===== src/logic/retire_pkg.sv =====
// buffer sizing, opcode and cause enums, and op class helpers
package retire_pkg;

  // buffer geometry
  localparam int rob_depth = 16;
  localparam int rob_idx_w = 4;
  // one extra tag bit carries the wrap polarity
  localparam int rob_tag_w = rob_idx_w + 1;

  // datapath widths
  localparam int data_w = 32;
  localparam int addr_w = 30;
  localparam int reg_w  = 5;

  typedef enum logic [3:0] {
    op_add   = 4'd0,
    op_sub   = 4'd1,
    op_xor   = 4'd2,
    op_and   = 4'd3,
    op_beq   = 4'd4,
    op_bne   = 4'd5,
    op_blt   = 4'd6,
    op_jump  = 4'd7,
    op_store = 4'd8,
    op_nop   = 4'd9
  } op_e;

  typedef enum logic [2:0] {
    cause_none     = 3'd0,
    cause_fetch    = 3'd1,
    cause_illegal  = 3'd2,
    cause_overflow = 3'd3
  } cause_e;

  // ops executed by the integer unit
  function automatic logic is_alu_op(op_e o);
    return o inside {op_add, op_sub, op_xor, op_and};
  endfunction

  // ops resolved by the branch unit, jump included
  function automatic logic is_branch_op(op_e o);
    return o inside {op_beq, op_bne, op_blt, op_jump};
  endfunction

endpackage


===== src/logic/alu_unit.sv =====
// single-stage integer unit with signed add/sub overflow detection
`timescale 1ns/1ns

module alu_unit import retire_pkg::*; (
  input  logic                 clk,
  input  logic                 rst_n,
  input  logic                 flush,
  input  logic                 issue_valid,
  input  logic [rob_tag_w-1:0] issue_robid,
  input  op_e                  op,
  input  logic                 dispatch_error,
  input  logic [data_w-1:0]    src_a,
  input  logic [data_w-1:0]    src_b,
  output logic                 wb_valid,
  output logic [rob_tag_w-1:0] wb_robid,
  output logic [data_w-1:0]    wb_result,
  output logic                 wb_error,
  output cause_e               wb_cause
);

  logic              take;
  logic [data_w-1:0] result;
  logic              ovf;

  // errored dispatches never execute
  assign take = issue_valid & is_alu_op(op) & ~dispatch_error;

  always_comb begin
    result = '0;
    ovf    = 1'b0;
    case (op)
      op_add: begin
        result = src_a + src_b;
        // same operand signs, different result sign
        ovf = (src_a[data_w-1] == src_b[data_w-1]) && (result[data_w-1] != src_a[data_w-1]);
      end
      op_sub: begin
        result = src_a - src_b;
        ovf = (src_a[data_w-1] != src_b[data_w-1]) && (result[data_w-1] != src_a[data_w-1]);
      end
      op_xor:  result = src_a ^ src_b;
      op_and:  result = src_a & src_b;
      default: result = '0;
    endcase
  end

  always_ff @(posedge clk or negedge rst_n) begin
    if (!rst_n) begin
      wb_valid <= 1'b0;
    end else begin
      // an issue in the flush cycle is younger than the flushing entry
      wb_valid <= take & ~flush;
    end
  end

  always_ff @(posedge clk) begin
    if (take) begin
      wb_robid  <= issue_robid;
      wb_result <= result;
      wb_error  <= ovf;
      wb_cause  <= ovf ? cause_overflow : cause_none;
    end
  end

  a_no_wb_after_flush: assert property (
    @(posedge clk) disable iff (!rst_n) flush |=> !wb_valid
  );

endmodule


===== src/logic/branch_unit.sv =====
// two-stage branch resolver, eq/ne/signed lt compare and jump
`timescale 1ns/1ns

module branch_unit import retire_pkg::*; (
  input  logic                 clk,
  input  logic                 rst_n,
  input  logic                 flush,
  input  logic                 issue_valid,
  input  logic [rob_tag_w-1:0] issue_robid,
  input  op_e                  op,
  input  logic                 dispatch_error,
  input  logic [data_w-1:0]    src_a,
  input  logic [data_w-1:0]    src_b,
  output logic                 wb_valid,
  output logic [rob_tag_w-1:0] wb_robid,
  output logic                 wb_taken
);

  logic                 take;
  logic                 s1_valid;
  logic [rob_tag_w-1:0] s1_robid;
  op_e                  s1_op;
  logic [data_w-1:0]    s1_a;
  logic [data_w-1:0]    s1_b;
  logic                 cond;

  assign take = issue_valid & is_branch_op(op) & ~dispatch_error;

  // stage two condition, from the stage one operands
  always_comb begin
    case (s1_op)
      op_beq:  cond = (s1_a == s1_b);
      op_bne:  cond = (s1_a != s1_b);
      op_blt:  cond = ($signed(s1_a) < $signed(s1_b));
      op_jump: cond = 1'b1;
      default: cond = 1'b0;
    endcase
  end

  // both stages are squashed together
  always_ff @(posedge clk or negedge rst_n) begin
    if (!rst_n) begin
      s1_valid <= 1'b0;
      wb_valid <= 1'b0;
    end else begin
      s1_valid <= take & ~flush;
      wb_valid <= s1_valid & ~flush;
    end
  end

  // stage one: operands and tag
  always_ff @(posedge clk) begin
    if (take) begin
      s1_robid <= issue_robid;
      s1_op    <= op;
      s1_a     <= src_a;
      s1_b     <= src_b;
    end
  end

  // stage two: resolved outcome
  always_ff @(posedge clk) begin
    if (s1_valid) begin
      wb_robid <= s1_robid;
      wb_taken <= cond;
    end
  end

endmodule


===== src/logic/reorder_buffer.sv =====
// reorder buffer: tag allocation, dual write-back, in-order retire, flush and exceptions
`timescale 1ns/1ns

module reorder_buffer import retire_pkg::*; (
  input  logic                 clk,
  input  logic                 rst_n,
  // dispatch
  input  logic                 dispatch_valid,
  input  op_e                  op,
  input  logic [addr_w-1:0]    addr,
  input  logic                 dst_en,
  input  logic [reg_w-1:0]     rd,
  input  logic                 bp_taken,
  input  logic [addr_w-1:0]    target,
  input  logic                 dispatch_error,
  input  cause_e               dispatch_cause,
  input  logic [addr_w-1:0]    csr_tvec,
  // write-back from the integer unit
  input  logic                 alu_wb_valid,
  input  logic [rob_tag_w-1:0] alu_wb_robid,
  input  logic [data_w-1:0]    alu_wb_result,
  input  logic                 alu_wb_error,
  input  cause_e               alu_wb_cause,
  // write-back from the branch unit
  input  logic                 br_wb_valid,
  input  logic [rob_tag_w-1:0] br_wb_robid,
  input  logic                 br_wb_taken,
  output logic                 full,
  output logic [rob_tag_w-1:0] robid,
  output logic                 issue_valid,
  output logic [rob_tag_w-1:0] issue_robid,
  // retirement
  output logic                 ret_valid,
  output logic [reg_w-1:0]     ret_rd,
  output logic [data_w-1:0]    ret_result,
  output logic                 ret_store,
  output logic                 ret_branch,
  output logic                 ret_bp_taken,
  output logic                 flush,
  output logic [addr_w-1:0]    flush_pc,
  output logic                 csr_valid,
  output logic [addr_w-1:0]    csr_epc,
  output cause_e               csr_cause
);

  // entry storage
  logic [rob_depth-1:0] ent_complete;
  logic [rob_depth-1:0] ent_error;
  logic [rob_depth-1:0] ent_dst_en;
  logic [rob_depth-1:0] ent_bp_taken;
  logic [rob_depth-1:0] ent_taken;
  op_e                  ent_op     [rob_depth];
  logic [addr_w-1:0]    ent_addr   [rob_depth];
  logic [reg_w-1:0]     ent_rd     [rob_depth];
  logic [addr_w-1:0]    ent_target [rob_depth];
  logic [data_w-1:0]    ent_result [rob_depth];
  cause_e               ent_cause  [rob_depth];

  // pointers with polarity bit on top
  logic [rob_tag_w-1:0] head_ptr;
  logic [rob_tag_w-1:0] tail_ptr;
  logic [rob_tag_w-1:0] head_next;
  logic [rob_tag_w-1:0] rd_ptr;
  logic [rob_idx_w-1:0] rd_idx;
  logic [rob_idx_w-1:0] tail_idx;
  logic [rob_idx_w-1:0] alu_idx;
  logic [rob_idx_w-1:0] br_idx;
  logic                 empty;
  logic                 accept;
  logic                 rd_avail;

  // retire register
  logic                 rr_valid;
  op_e                  rr_op;
  logic [addr_w-1:0]    rr_addr;
  logic                 rr_dst_en;
  logic [reg_w-1:0]     rr_rd;
  logic                 rr_bp_taken;
  logic [addr_w-1:0]    rr_target;
  logic [data_w-1:0]    rr_result;
  cause_e               rr_cause;
  logic                 rr_error;
  logic                 rr_taken;
  logic                 rr_is_branch;
  logic                 br_taken;
  logic                 mispredict;

  // window distances, for the tag check
  logic [rob_tag_w-1:0] occupancy;
  logic [rob_tag_w-1:0] alu_dist;
  logic [rob_tag_w-1:0] br_dist;

  assign tail_idx = tail_ptr[rob_idx_w-1:0];
  assign alu_idx  = alu_wb_robid[rob_idx_w-1:0];
  assign br_idx   = br_wb_robid[rob_idx_w-1:0];

  assign empty  = (head_ptr == tail_ptr);
  assign full   = (head_ptr[rob_idx_w-1:0] == tail_idx) &&
                  (head_ptr[rob_idx_w] != tail_ptr[rob_idx_w]);
  assign accept = dispatch_valid & ~full;

  assign robid       = tail_ptr;
  assign issue_valid = accept;
  assign issue_robid = tail_ptr;

  // head still names the entry in the retire register, so skip past it
  assign head_next = head_ptr + rob_tag_w'(1);
  assign rd_ptr    = rr_valid ? head_next : head_ptr;
  assign rd_idx    = rd_ptr[rob_idx_w-1:0];
  assign rd_avail  = (rd_ptr != tail_ptr);

  // retire decisions
  assign rr_is_branch = is_branch_op(rr_op);
  assign br_taken     = rr_is_branch & rr_taken;
  assign mispredict   = (rr_op == op_jump) | (rr_is_branch & (br_taken != rr_bp_taken));

  assign flush    = rr_valid & (rr_error | mispredict);
  assign flush_pc = rr_error ? csr_tvec : (br_taken ? rr_target : rr_addr + addr_w'(1));

  assign ret_valid    = rr_valid & rr_dst_en & ~rr_error;
  assign ret_rd       = rr_rd;
  assign ret_result   = rr_result;
  assign ret_store    = rr_valid & ~rr_error & (rr_op == op_store);
  assign ret_branch   = rr_valid & ~rr_error & rr_is_branch;
  assign ret_bp_taken = br_taken;

  assign csr_valid = rr_valid & rr_error;
  assign csr_epc   = rr_addr;
  assign csr_cause = rr_cause;

  always_ff @(posedge clk or negedge rst_n) begin
    if (!rst_n) begin
      head_ptr <= '0;
      tail_ptr <= '0;
      rr_valid <= 1'b0;
    end else if (flush) begin
      head_ptr <= '0;
      tail_ptr <= '0;
      rr_valid <= 1'b0;
    end else begin
      if (rr_valid) begin
        head_ptr <= head_next;
      end
      if (accept) begin
        tail_ptr <= tail_ptr + rob_tag_w'(1);
      end
      rr_valid <= rd_avail & ent_complete[rd_idx];
    end
  end

  // retire register payload
  always_ff @(posedge clk) begin
    rr_op       <= ent_op[rd_idx];
    rr_addr     <= ent_addr[rd_idx];
    rr_dst_en   <= ent_dst_en[rd_idx];
    rr_rd       <= ent_rd[rd_idx];
    rr_bp_taken <= ent_bp_taken[rd_idx];
    rr_target   <= ent_target[rd_idx];
    rr_result   <= ent_result[rd_idx];
    rr_cause    <= ent_cause[rd_idx];
    rr_error    <= ent_error[rd_idx];
    rr_taken    <= ent_taken[rd_idx];
  end

  // dispatch and write-back never hit the same entry
  always_ff @(posedge clk) begin
    if (accept) begin
      ent_op[tail_idx]       <= op;
      ent_addr[tail_idx]     <= addr;
      ent_dst_en[tail_idx]   <= dst_en;
      ent_rd[tail_idx]       <= rd;
      ent_bp_taken[tail_idx] <= bp_taken;
      ent_target[tail_idx]   <= target;
      ent_error[tail_idx]    <= dispatch_error;
      ent_cause[tail_idx]    <= dispatch_error ? dispatch_cause : cause_none;
      // stores, nops and errored entries need no unit
      ent_complete[tail_idx] <= dispatch_error | ~(is_alu_op(op) | is_branch_op(op));
    end
    if (alu_wb_valid) begin
      ent_complete[alu_idx] <= 1'b1;
      ent_error[alu_idx]    <= alu_wb_error;
      ent_cause[alu_idx]    <= alu_wb_cause;
      ent_result[alu_idx]   <= alu_wb_result;
    end
    if (br_wb_valid) begin
      ent_complete[br_idx] <= 1'b1;
      ent_taken[br_idx]    <= br_wb_taken;
    end
  end

  assign occupancy = tail_ptr - head_ptr;
  assign alu_dist  = alu_wb_robid - head_ptr;
  assign br_dist   = br_wb_robid - head_ptr;

  a_wb_in_window: assert property (
    @(posedge clk) disable iff (!rst_n)
    !(alu_wb_valid && alu_dist >= occupancy) && !(br_wb_valid && br_dist >= occupancy)
  );

  // after a flush nothing retires or writes back
  a_flush_clears: assert property (
    @(posedge clk) disable iff (!rst_n)
    flush |-> rr_valid ##1 !(rr_valid || alu_wb_valid || br_wb_valid)
  );

  // occupancy stays within the depth, and an empty buffer holds nothing to retire
  a_occupancy: assert property (
    @(posedge clk) disable iff (!rst_n)
    (occupancy <= rob_tag_w'(rob_depth)) && !(empty && rr_valid)
  );

endmodule


===== src/logic/retire_core.sv =====
// top level, reorder buffer with the integer and branch units
`timescale 1ns/1ns

module retire_core import retire_pkg::*; (
  input  logic                 clk,
  input  logic                 rst_n,
  input  logic                 dispatch_valid,
  input  op_e                  op,
  input  logic [addr_w-1:0]    addr,
  input  logic                 dst_en,
  input  logic [reg_w-1:0]     rd,
  input  logic [data_w-1:0]    src_a,
  input  logic [data_w-1:0]    src_b,
  input  logic                 bp_taken,
  input  logic [addr_w-1:0]    target,
  input  logic                 dispatch_error,
  input  cause_e               dispatch_cause,
  input  logic [addr_w-1:0]    csr_tvec,
  output logic                 full,
  output logic [rob_tag_w-1:0] robid,
  output logic                 ret_valid,
  output logic [reg_w-1:0]     ret_rd,
  output logic [data_w-1:0]    ret_result,
  output logic                 ret_store,
  output logic                 ret_branch,
  output logic                 ret_bp_taken,
  output logic                 flush,
  output logic [addr_w-1:0]    flush_pc,
  output logic                 csr_valid,
  output logic [addr_w-1:0]    csr_epc,
  output cause_e               csr_cause
);

  logic                 issue_valid;
  logic [rob_tag_w-1:0] issue_robid;

  logic                 alu_wb_valid;
  logic [rob_tag_w-1:0] alu_wb_robid;
  logic [data_w-1:0]    alu_wb_result;
  logic                 alu_wb_error;
  cause_e               alu_wb_cause;

  logic                 br_wb_valid;
  logic [rob_tag_w-1:0] br_wb_robid;
  logic                 br_wb_taken;

  reorder_buffer rob_i (
    .clk            (clk),
    .rst_n          (rst_n),
    .dispatch_valid (dispatch_valid),
    .op             (op),
    .addr           (addr),
    .dst_en         (dst_en),
    .rd             (rd),
    .bp_taken       (bp_taken),
    .target         (target),
    .dispatch_error (dispatch_error),
    .dispatch_cause (dispatch_cause),
    .csr_tvec       (csr_tvec),
    .alu_wb_valid   (alu_wb_valid),
    .alu_wb_robid   (alu_wb_robid),
    .alu_wb_result  (alu_wb_result),
    .alu_wb_error   (alu_wb_error),
    .alu_wb_cause   (alu_wb_cause),
    .br_wb_valid    (br_wb_valid),
    .br_wb_robid    (br_wb_robid),
    .br_wb_taken    (br_wb_taken),
    .full           (full),
    .robid          (robid),
    .issue_valid    (issue_valid),
    .issue_robid    (issue_robid),
    .ret_valid      (ret_valid),
    .ret_rd         (ret_rd),
    .ret_result     (ret_result),
    .ret_store      (ret_store),
    .ret_branch     (ret_branch),
    .ret_bp_taken   (ret_bp_taken),
    .flush          (flush),
    .flush_pc       (flush_pc),
    .csr_valid      (csr_valid),
    .csr_epc        (csr_epc),
    .csr_cause      (csr_cause)
  );

  // operands go straight from the top to both units
  alu_unit alu_i (
    .clk            (clk),
    .rst_n          (rst_n),
    .flush          (flush),
    .issue_valid    (issue_valid),
    .issue_robid    (issue_robid),
    .op             (op),
    .dispatch_error (dispatch_error),
    .src_a          (src_a),
    .src_b          (src_b),
    .wb_valid       (alu_wb_valid),
    .wb_robid       (alu_wb_robid),
    .wb_result      (alu_wb_result),
    .wb_error       (alu_wb_error),
    .wb_cause       (alu_wb_cause)
  );

  branch_unit br_i (
    .clk            (clk),
    .rst_n          (rst_n),
    .flush          (flush),
    .issue_valid    (issue_valid),
    .issue_robid    (issue_robid),
    .op             (op),
    .dispatch_error (dispatch_error),
    .src_a          (src_a),
    .src_b          (src_b),
    .wb_valid       (br_wb_valid),
    .wb_robid       (br_wb_robid),
    .wb_taken       (br_wb_taken)
  );

endmodule


===== config.mk =====
export PLATFORM = sky130hd
export DESIGN_NAME = retire_core
export DESIGN_NICKNAME = d
export VERILOG_FILES = /design/src/logic/retire_pkg.sv /design/src/logic/alu_unit.sv /design/src/logic/branch_unit.sv /design/src/logic/reorder_buffer.sv /design/src/logic/retire_core.sv
export SDC_FILE = /design/constraint.sdc
export NUM_CORES = 2
export LEC_CHECK = 0
export ABC_AREA = 0
export ABC_CLOCK_PERIOD_IN_PS = 7600
export BUFFER_PORTS_ARGS = -buffer_cell sky130_fd_sc_hd__buf_2
export CORE_MARGIN = 3
export CORE_UTILIZATION = 53
export CTS_BUF_LIST = sky130_fd_sc_hd__clkbuf_2
export DETAILED_ROUTE_END_ITERATION = 7
export GPL_TIMING_DRIVEN = 0
export PLACE_DENSITY = 0.72
export SLEW_MARGIN = 20
export SYNTH_ARGS = -nofsm -noshare
export SYNTH_HDL_FRONTEND = slang
export SYNTH_SLANG_ARGS = --single-unit

===== constraint.sdc =====
create_clock -name clk -period 7.6 [get_ports clk]
set_clock_uncertainty 0.1 [all_clocks]
set_input_delay 0.38 -clock clk [delete_from_list [all_inputs] [get_ports clk]]
set_output_delay 0.38 -clock clk [all_outputs]
set_load 0.01 [all_outputs]

==> qor.json <==
{
  "drt": {
    "drt_iter0_markers": 5608,
    "post-route-drc-count": 0,
    "antenna_left": 0,
    "drt_first_pass_iters": 6,
    "drt-total-wl_um": 212600,
    "detail_route.wl_per_cell_um": 28.09,
    "dr_total_vias": 45920,
    "vias_per_cell": 6.066
  },
  "logic_synthesis": {
    "synthDistinctLibCells": 86,
    "ys.flop_type": "edfxtp_1",
    "synth_enable_flop_cells": 1810,
    "syn_inst": 4053,
    "synthesis.area_um2": 79030,
    "synth_nets": 4328,
    "postSynth.asyncResetShare_pct": 0.7071,
    "synth.yosys.seq_area_share_pct": 73.17,
    "post_synthesis_mean_instance_area_um2": 19.50,
    "yosys_warnings": 0,
    "ys_ff_latch": 1980
  },
  "die": {
    "chipWidth_um": 392.1,
    "chipHeight_um": 392.1,
    "total_die_area_um2": 153800,
    "num_io_pins": 284,
    "core_area_um2": 147800,
    "std_cell_rows": 141,
    "floorplan.initialDensity_pct": 53.45
  },
  "place": {
    "dpl.hpwl_um": 125500,
    "place_congestion": 0.9084,
    "port-buffer-count": 283
  },
  "clock_network": {
    "ctsLongestPathBuffers": 4,
    "cts_num_sinks": 1980,
    "clk_pin_slew_worst_paths_ps": 110,
    "cts-resized-gates": 0,
    "cts_tree": "done",
    "htree_num_levels": 5,
    "tritoncts.num_buffers": 474,
    "cts-root-buf": "clkbuf_2",
    "clk-insertion-delay-late_ps": 1830
  },
  "sta": {
    "setup_viol_count_final": 0,
    "slew_headroom_pct": 17.36,
    "timing.fmax_mhz": 167.0,
    "timing_max_transition_violations_final": 0,
    "rsz0062_at_grt": "false",
    "final_hold_violations": 0,
    "transition_time_at_the_pin_with_the_least_slew_margin_ps": 1232,
    "final_tns_setup_ps": 0,
    "layout_worst_path_cycle_share_pct": 78.79,
    "whs_ps": 211.7,
    "finalCriticalPeriod_ps": 5988
  },
  "layout": {
    "layout.cells.most_common_list": "edfxtp_1, clkbuf_2, mux4_2, dlygate4sd3_1, buf_2",
    "layout.nets": 5529,
    "final_core_utilization_pct": 62.20,
    "area_growth_syn_to_layout_pct": 16.37,
    "layout_cells_sized_above_1_pct": 31.12,
    "mostFrequentLayoutCell": "edfxtp_1"
  },
  "flow_run": {
    "max-cap-violations": 0
  },
  "setup_path": {
    "timing_worst_setup_path_type": "flop to output port",
    "cp_data_required_time_ps": 7120,
    "start_kind": "flop",
    "timing.reg2reg.setup_slack_ps": 3310,
    "arrival_worst_endpoint_ps": 5510,
    "timing.critical_path.fanout_max": 5,
    "cp-end-kind": "output port"
  },
  "grt": {
    "global_routing_usage_on_met2_pct": 43.50,
    "antenna_found_initial": 9,
    "global_route.overflow_total": 0,
    "grt_use_met3_pct": 6.675,
    "grt_max_degree": 52,
    "grt_most_used_layer": "met2",
    "grt_use_met1_pct": 39.23,
    "grt_first_pass_wirelength_um": 307900,
    "grt_pass1_vias": 46440,
    "grt.total_usage_pct": 27.92
  },
  "pwr": {
    "power_per_cell_area_nw_per_um2": 339.6,
    "max-vdd-ir-drop_uv": 313.6,
    "cellLeakagePower_uw": 0.03234
  },
  "worst_hold_path": {
    "path_class_of_the_lowest_slack_min_delay_path": "input pin to async pin"
  },
  "run_status": {
    "run_status": "completed"
  }
}
-- synthesized netlist by cell type (6+ instances only) --
library cell | instances | area [um^2]
a211oi_1 | 13 | 97.59
xnor2_1 | 47 | 411.6
nand4_1 | 24 | 150.1
a21oi_1 | 134 | 670.6
a31oi_1 | 11 | 68.82
nand3_1 | 48 | 240.2
a21o_1 | 25 | 187.7
buf_2 | 54 | 270.3
o211ai_1 | 16 | 120.1
nor2_1 | 145 | 544.3
dfxtp_1 | 156 | 3123
edfxtp_1 | 1810 | 54350
mux4_2 | 549 | 12360
nand2b_1 | 16 | 100.1
and3_1 | 11 | 68.82
buf_1 | 11 | 41.29
o31ai_1 | 8 | 60.06
o21ai_0 | 141 | 705.7
dfrtp_1 | 14 | 350.3
or3_1 | 7 | 43.79
o21bai_1 | 6 | 45.04
clkbuf_1 | 125 | 469.2
nor4_1 | 10 | 62.56
a2111o_1 | 9 | 101.4
xor2_1 | 23 | 201.4
nor2b_1 | 21 | 131.4
mux2i_1 | 34 | 340.3
inv_1 | 140 | 525.5
nand2_1 | 200 | 750.7
ha_1 | 101 | 1264
nor3_1 | 33 | 165.2
-- power breakdown --
part	internal (uW)	switching, uW
Sequential	12800	591
Clock	2660	4110
Combinational	5290	5810
-- routing by layer --
| layer | routed length, um | share of wire, % | vias to the layer above |
|---|---|---|---|
| met5 | 13 | 0.0061 | - |
| met4 | 6273 | 3.0 | 2 |
| met3 | 22180 | 10 | 394 |
| met2 | 101500 | 48 | 2785 |
| met1 | 82690 | 39 | 23480 |
| li1 | - | - | 19250 |
-- critical path, cell delays in order (launching register included) --
cell and delay (ps):
dfxtp_1 890, ha_1 350, nand4_1 270, nor4_1 680, and2_1 250, nand2b_1 200
nor2b_1 190, xnor2_1 80, nand2_1 70, o21ai_0 280, o21ai_0 270, buf_2 160
-- cell families (layout without fill, tap and decap cells) --
logic type | Yosys count | count (layout) | share of synthesized area, %
flip-flops | 1980 | 1980 | 73.17
multiplexers | 586 | 586 | 16.12
AND/OR/NAND/NOR | 543 | 543 | 3.125
AO/OA/AOI/OAI | 436 | 436 | 3.461
buffers and inverters | 335 | 1909 | 1.696
adder cells (fa/ha/maj) | 103 | 103 | 1.650
XOR/XNOR | 70 | 70 | 0.7758
other | 0 | 12 | 0
-- through the flow --
stage | instance area (um^2) | std cells | setup WS [ps] | power (uW)
2_1_floorplan | 79030 | 4053 | 2726 | 20650
3_3_place_gp | 82860 | 6266 | -264.5 | 24450
3_5_place_dp | 83530 | 6290 | 3111 | 24570
4_1_cts | 91920 | 7556 | 1487 | 31400
5_1_grt | 91960 | 7568 | 1189 | 32590
6_report | 91960 | 7569 | 1612 | 31230
-- state kept, by name, indices dropped and copies added, names as in the netlist, 30 cells and up --
register / flops
alu_i.wb_result: 32
br_i.s1_a: 32
br_i.s1_b: 32
rob_i.csr_epc: 30
rob_i.ent_addr: 480
rob_i.ent_cause: 48
rob_i.ent_op: 64
rob_i.ent_rd: 80
rob_i.ent_result: 512
rob_i.ent_target: 480
rob_i.ret_result: 32
rob_i.rr_target: 30
-- area by class of cell --
cell class / instances / area [um^2]
flip-flops and latches: 1980 / 57830
repair buffers: 725 / 6131
well taps: 1930 / 2415
clock inverters: 108 / 501.7
multi-input cells: 1738 / 19870
diodes: 12 / 30.03
clock buffers: 741 / 3709
plain buffers: 192 / 823.3
fillers: 10600 / 55880
inverters: 143 / 654.4
-- worst paths after layout --
path / startpoint / endpoint / cells past startpoint
worst max register to register: rob_i.issue_robid[3]$_DFFE_PN0P_ / rob_i.ent_target[15][2]$_DFFE_PP_ / 10
worst min register to register: br_i.s1_robid[3]$_DFFE_PP_ / br_i.wb_robid[3]$_DFFE_PP_ / 0
min in group clk: bp_taken / rob_i.ent_bp_taken[6]$_DFFE_PP_ / 3
max in group asynchronous: rst_n / rob_i.head_ptr[4]$_DFF_PN0_ / 4
worst min-delay path: rst_n / rob_i.rr_valid$_DFF_PN0_ / 4
worst max-delay path: rob_i.csr_epc[0]$_DFF_P_ / flush_pc[28] / 11
-- what timing repair did --
action                                   CTS  global route
hold buffers                             417             0
setup buffers                              0             0
endpoints found under the hold margin   1898             0
endpoints found under the setup margin     0             0
No activity file was read; power rests on OpenSTA's default activity.
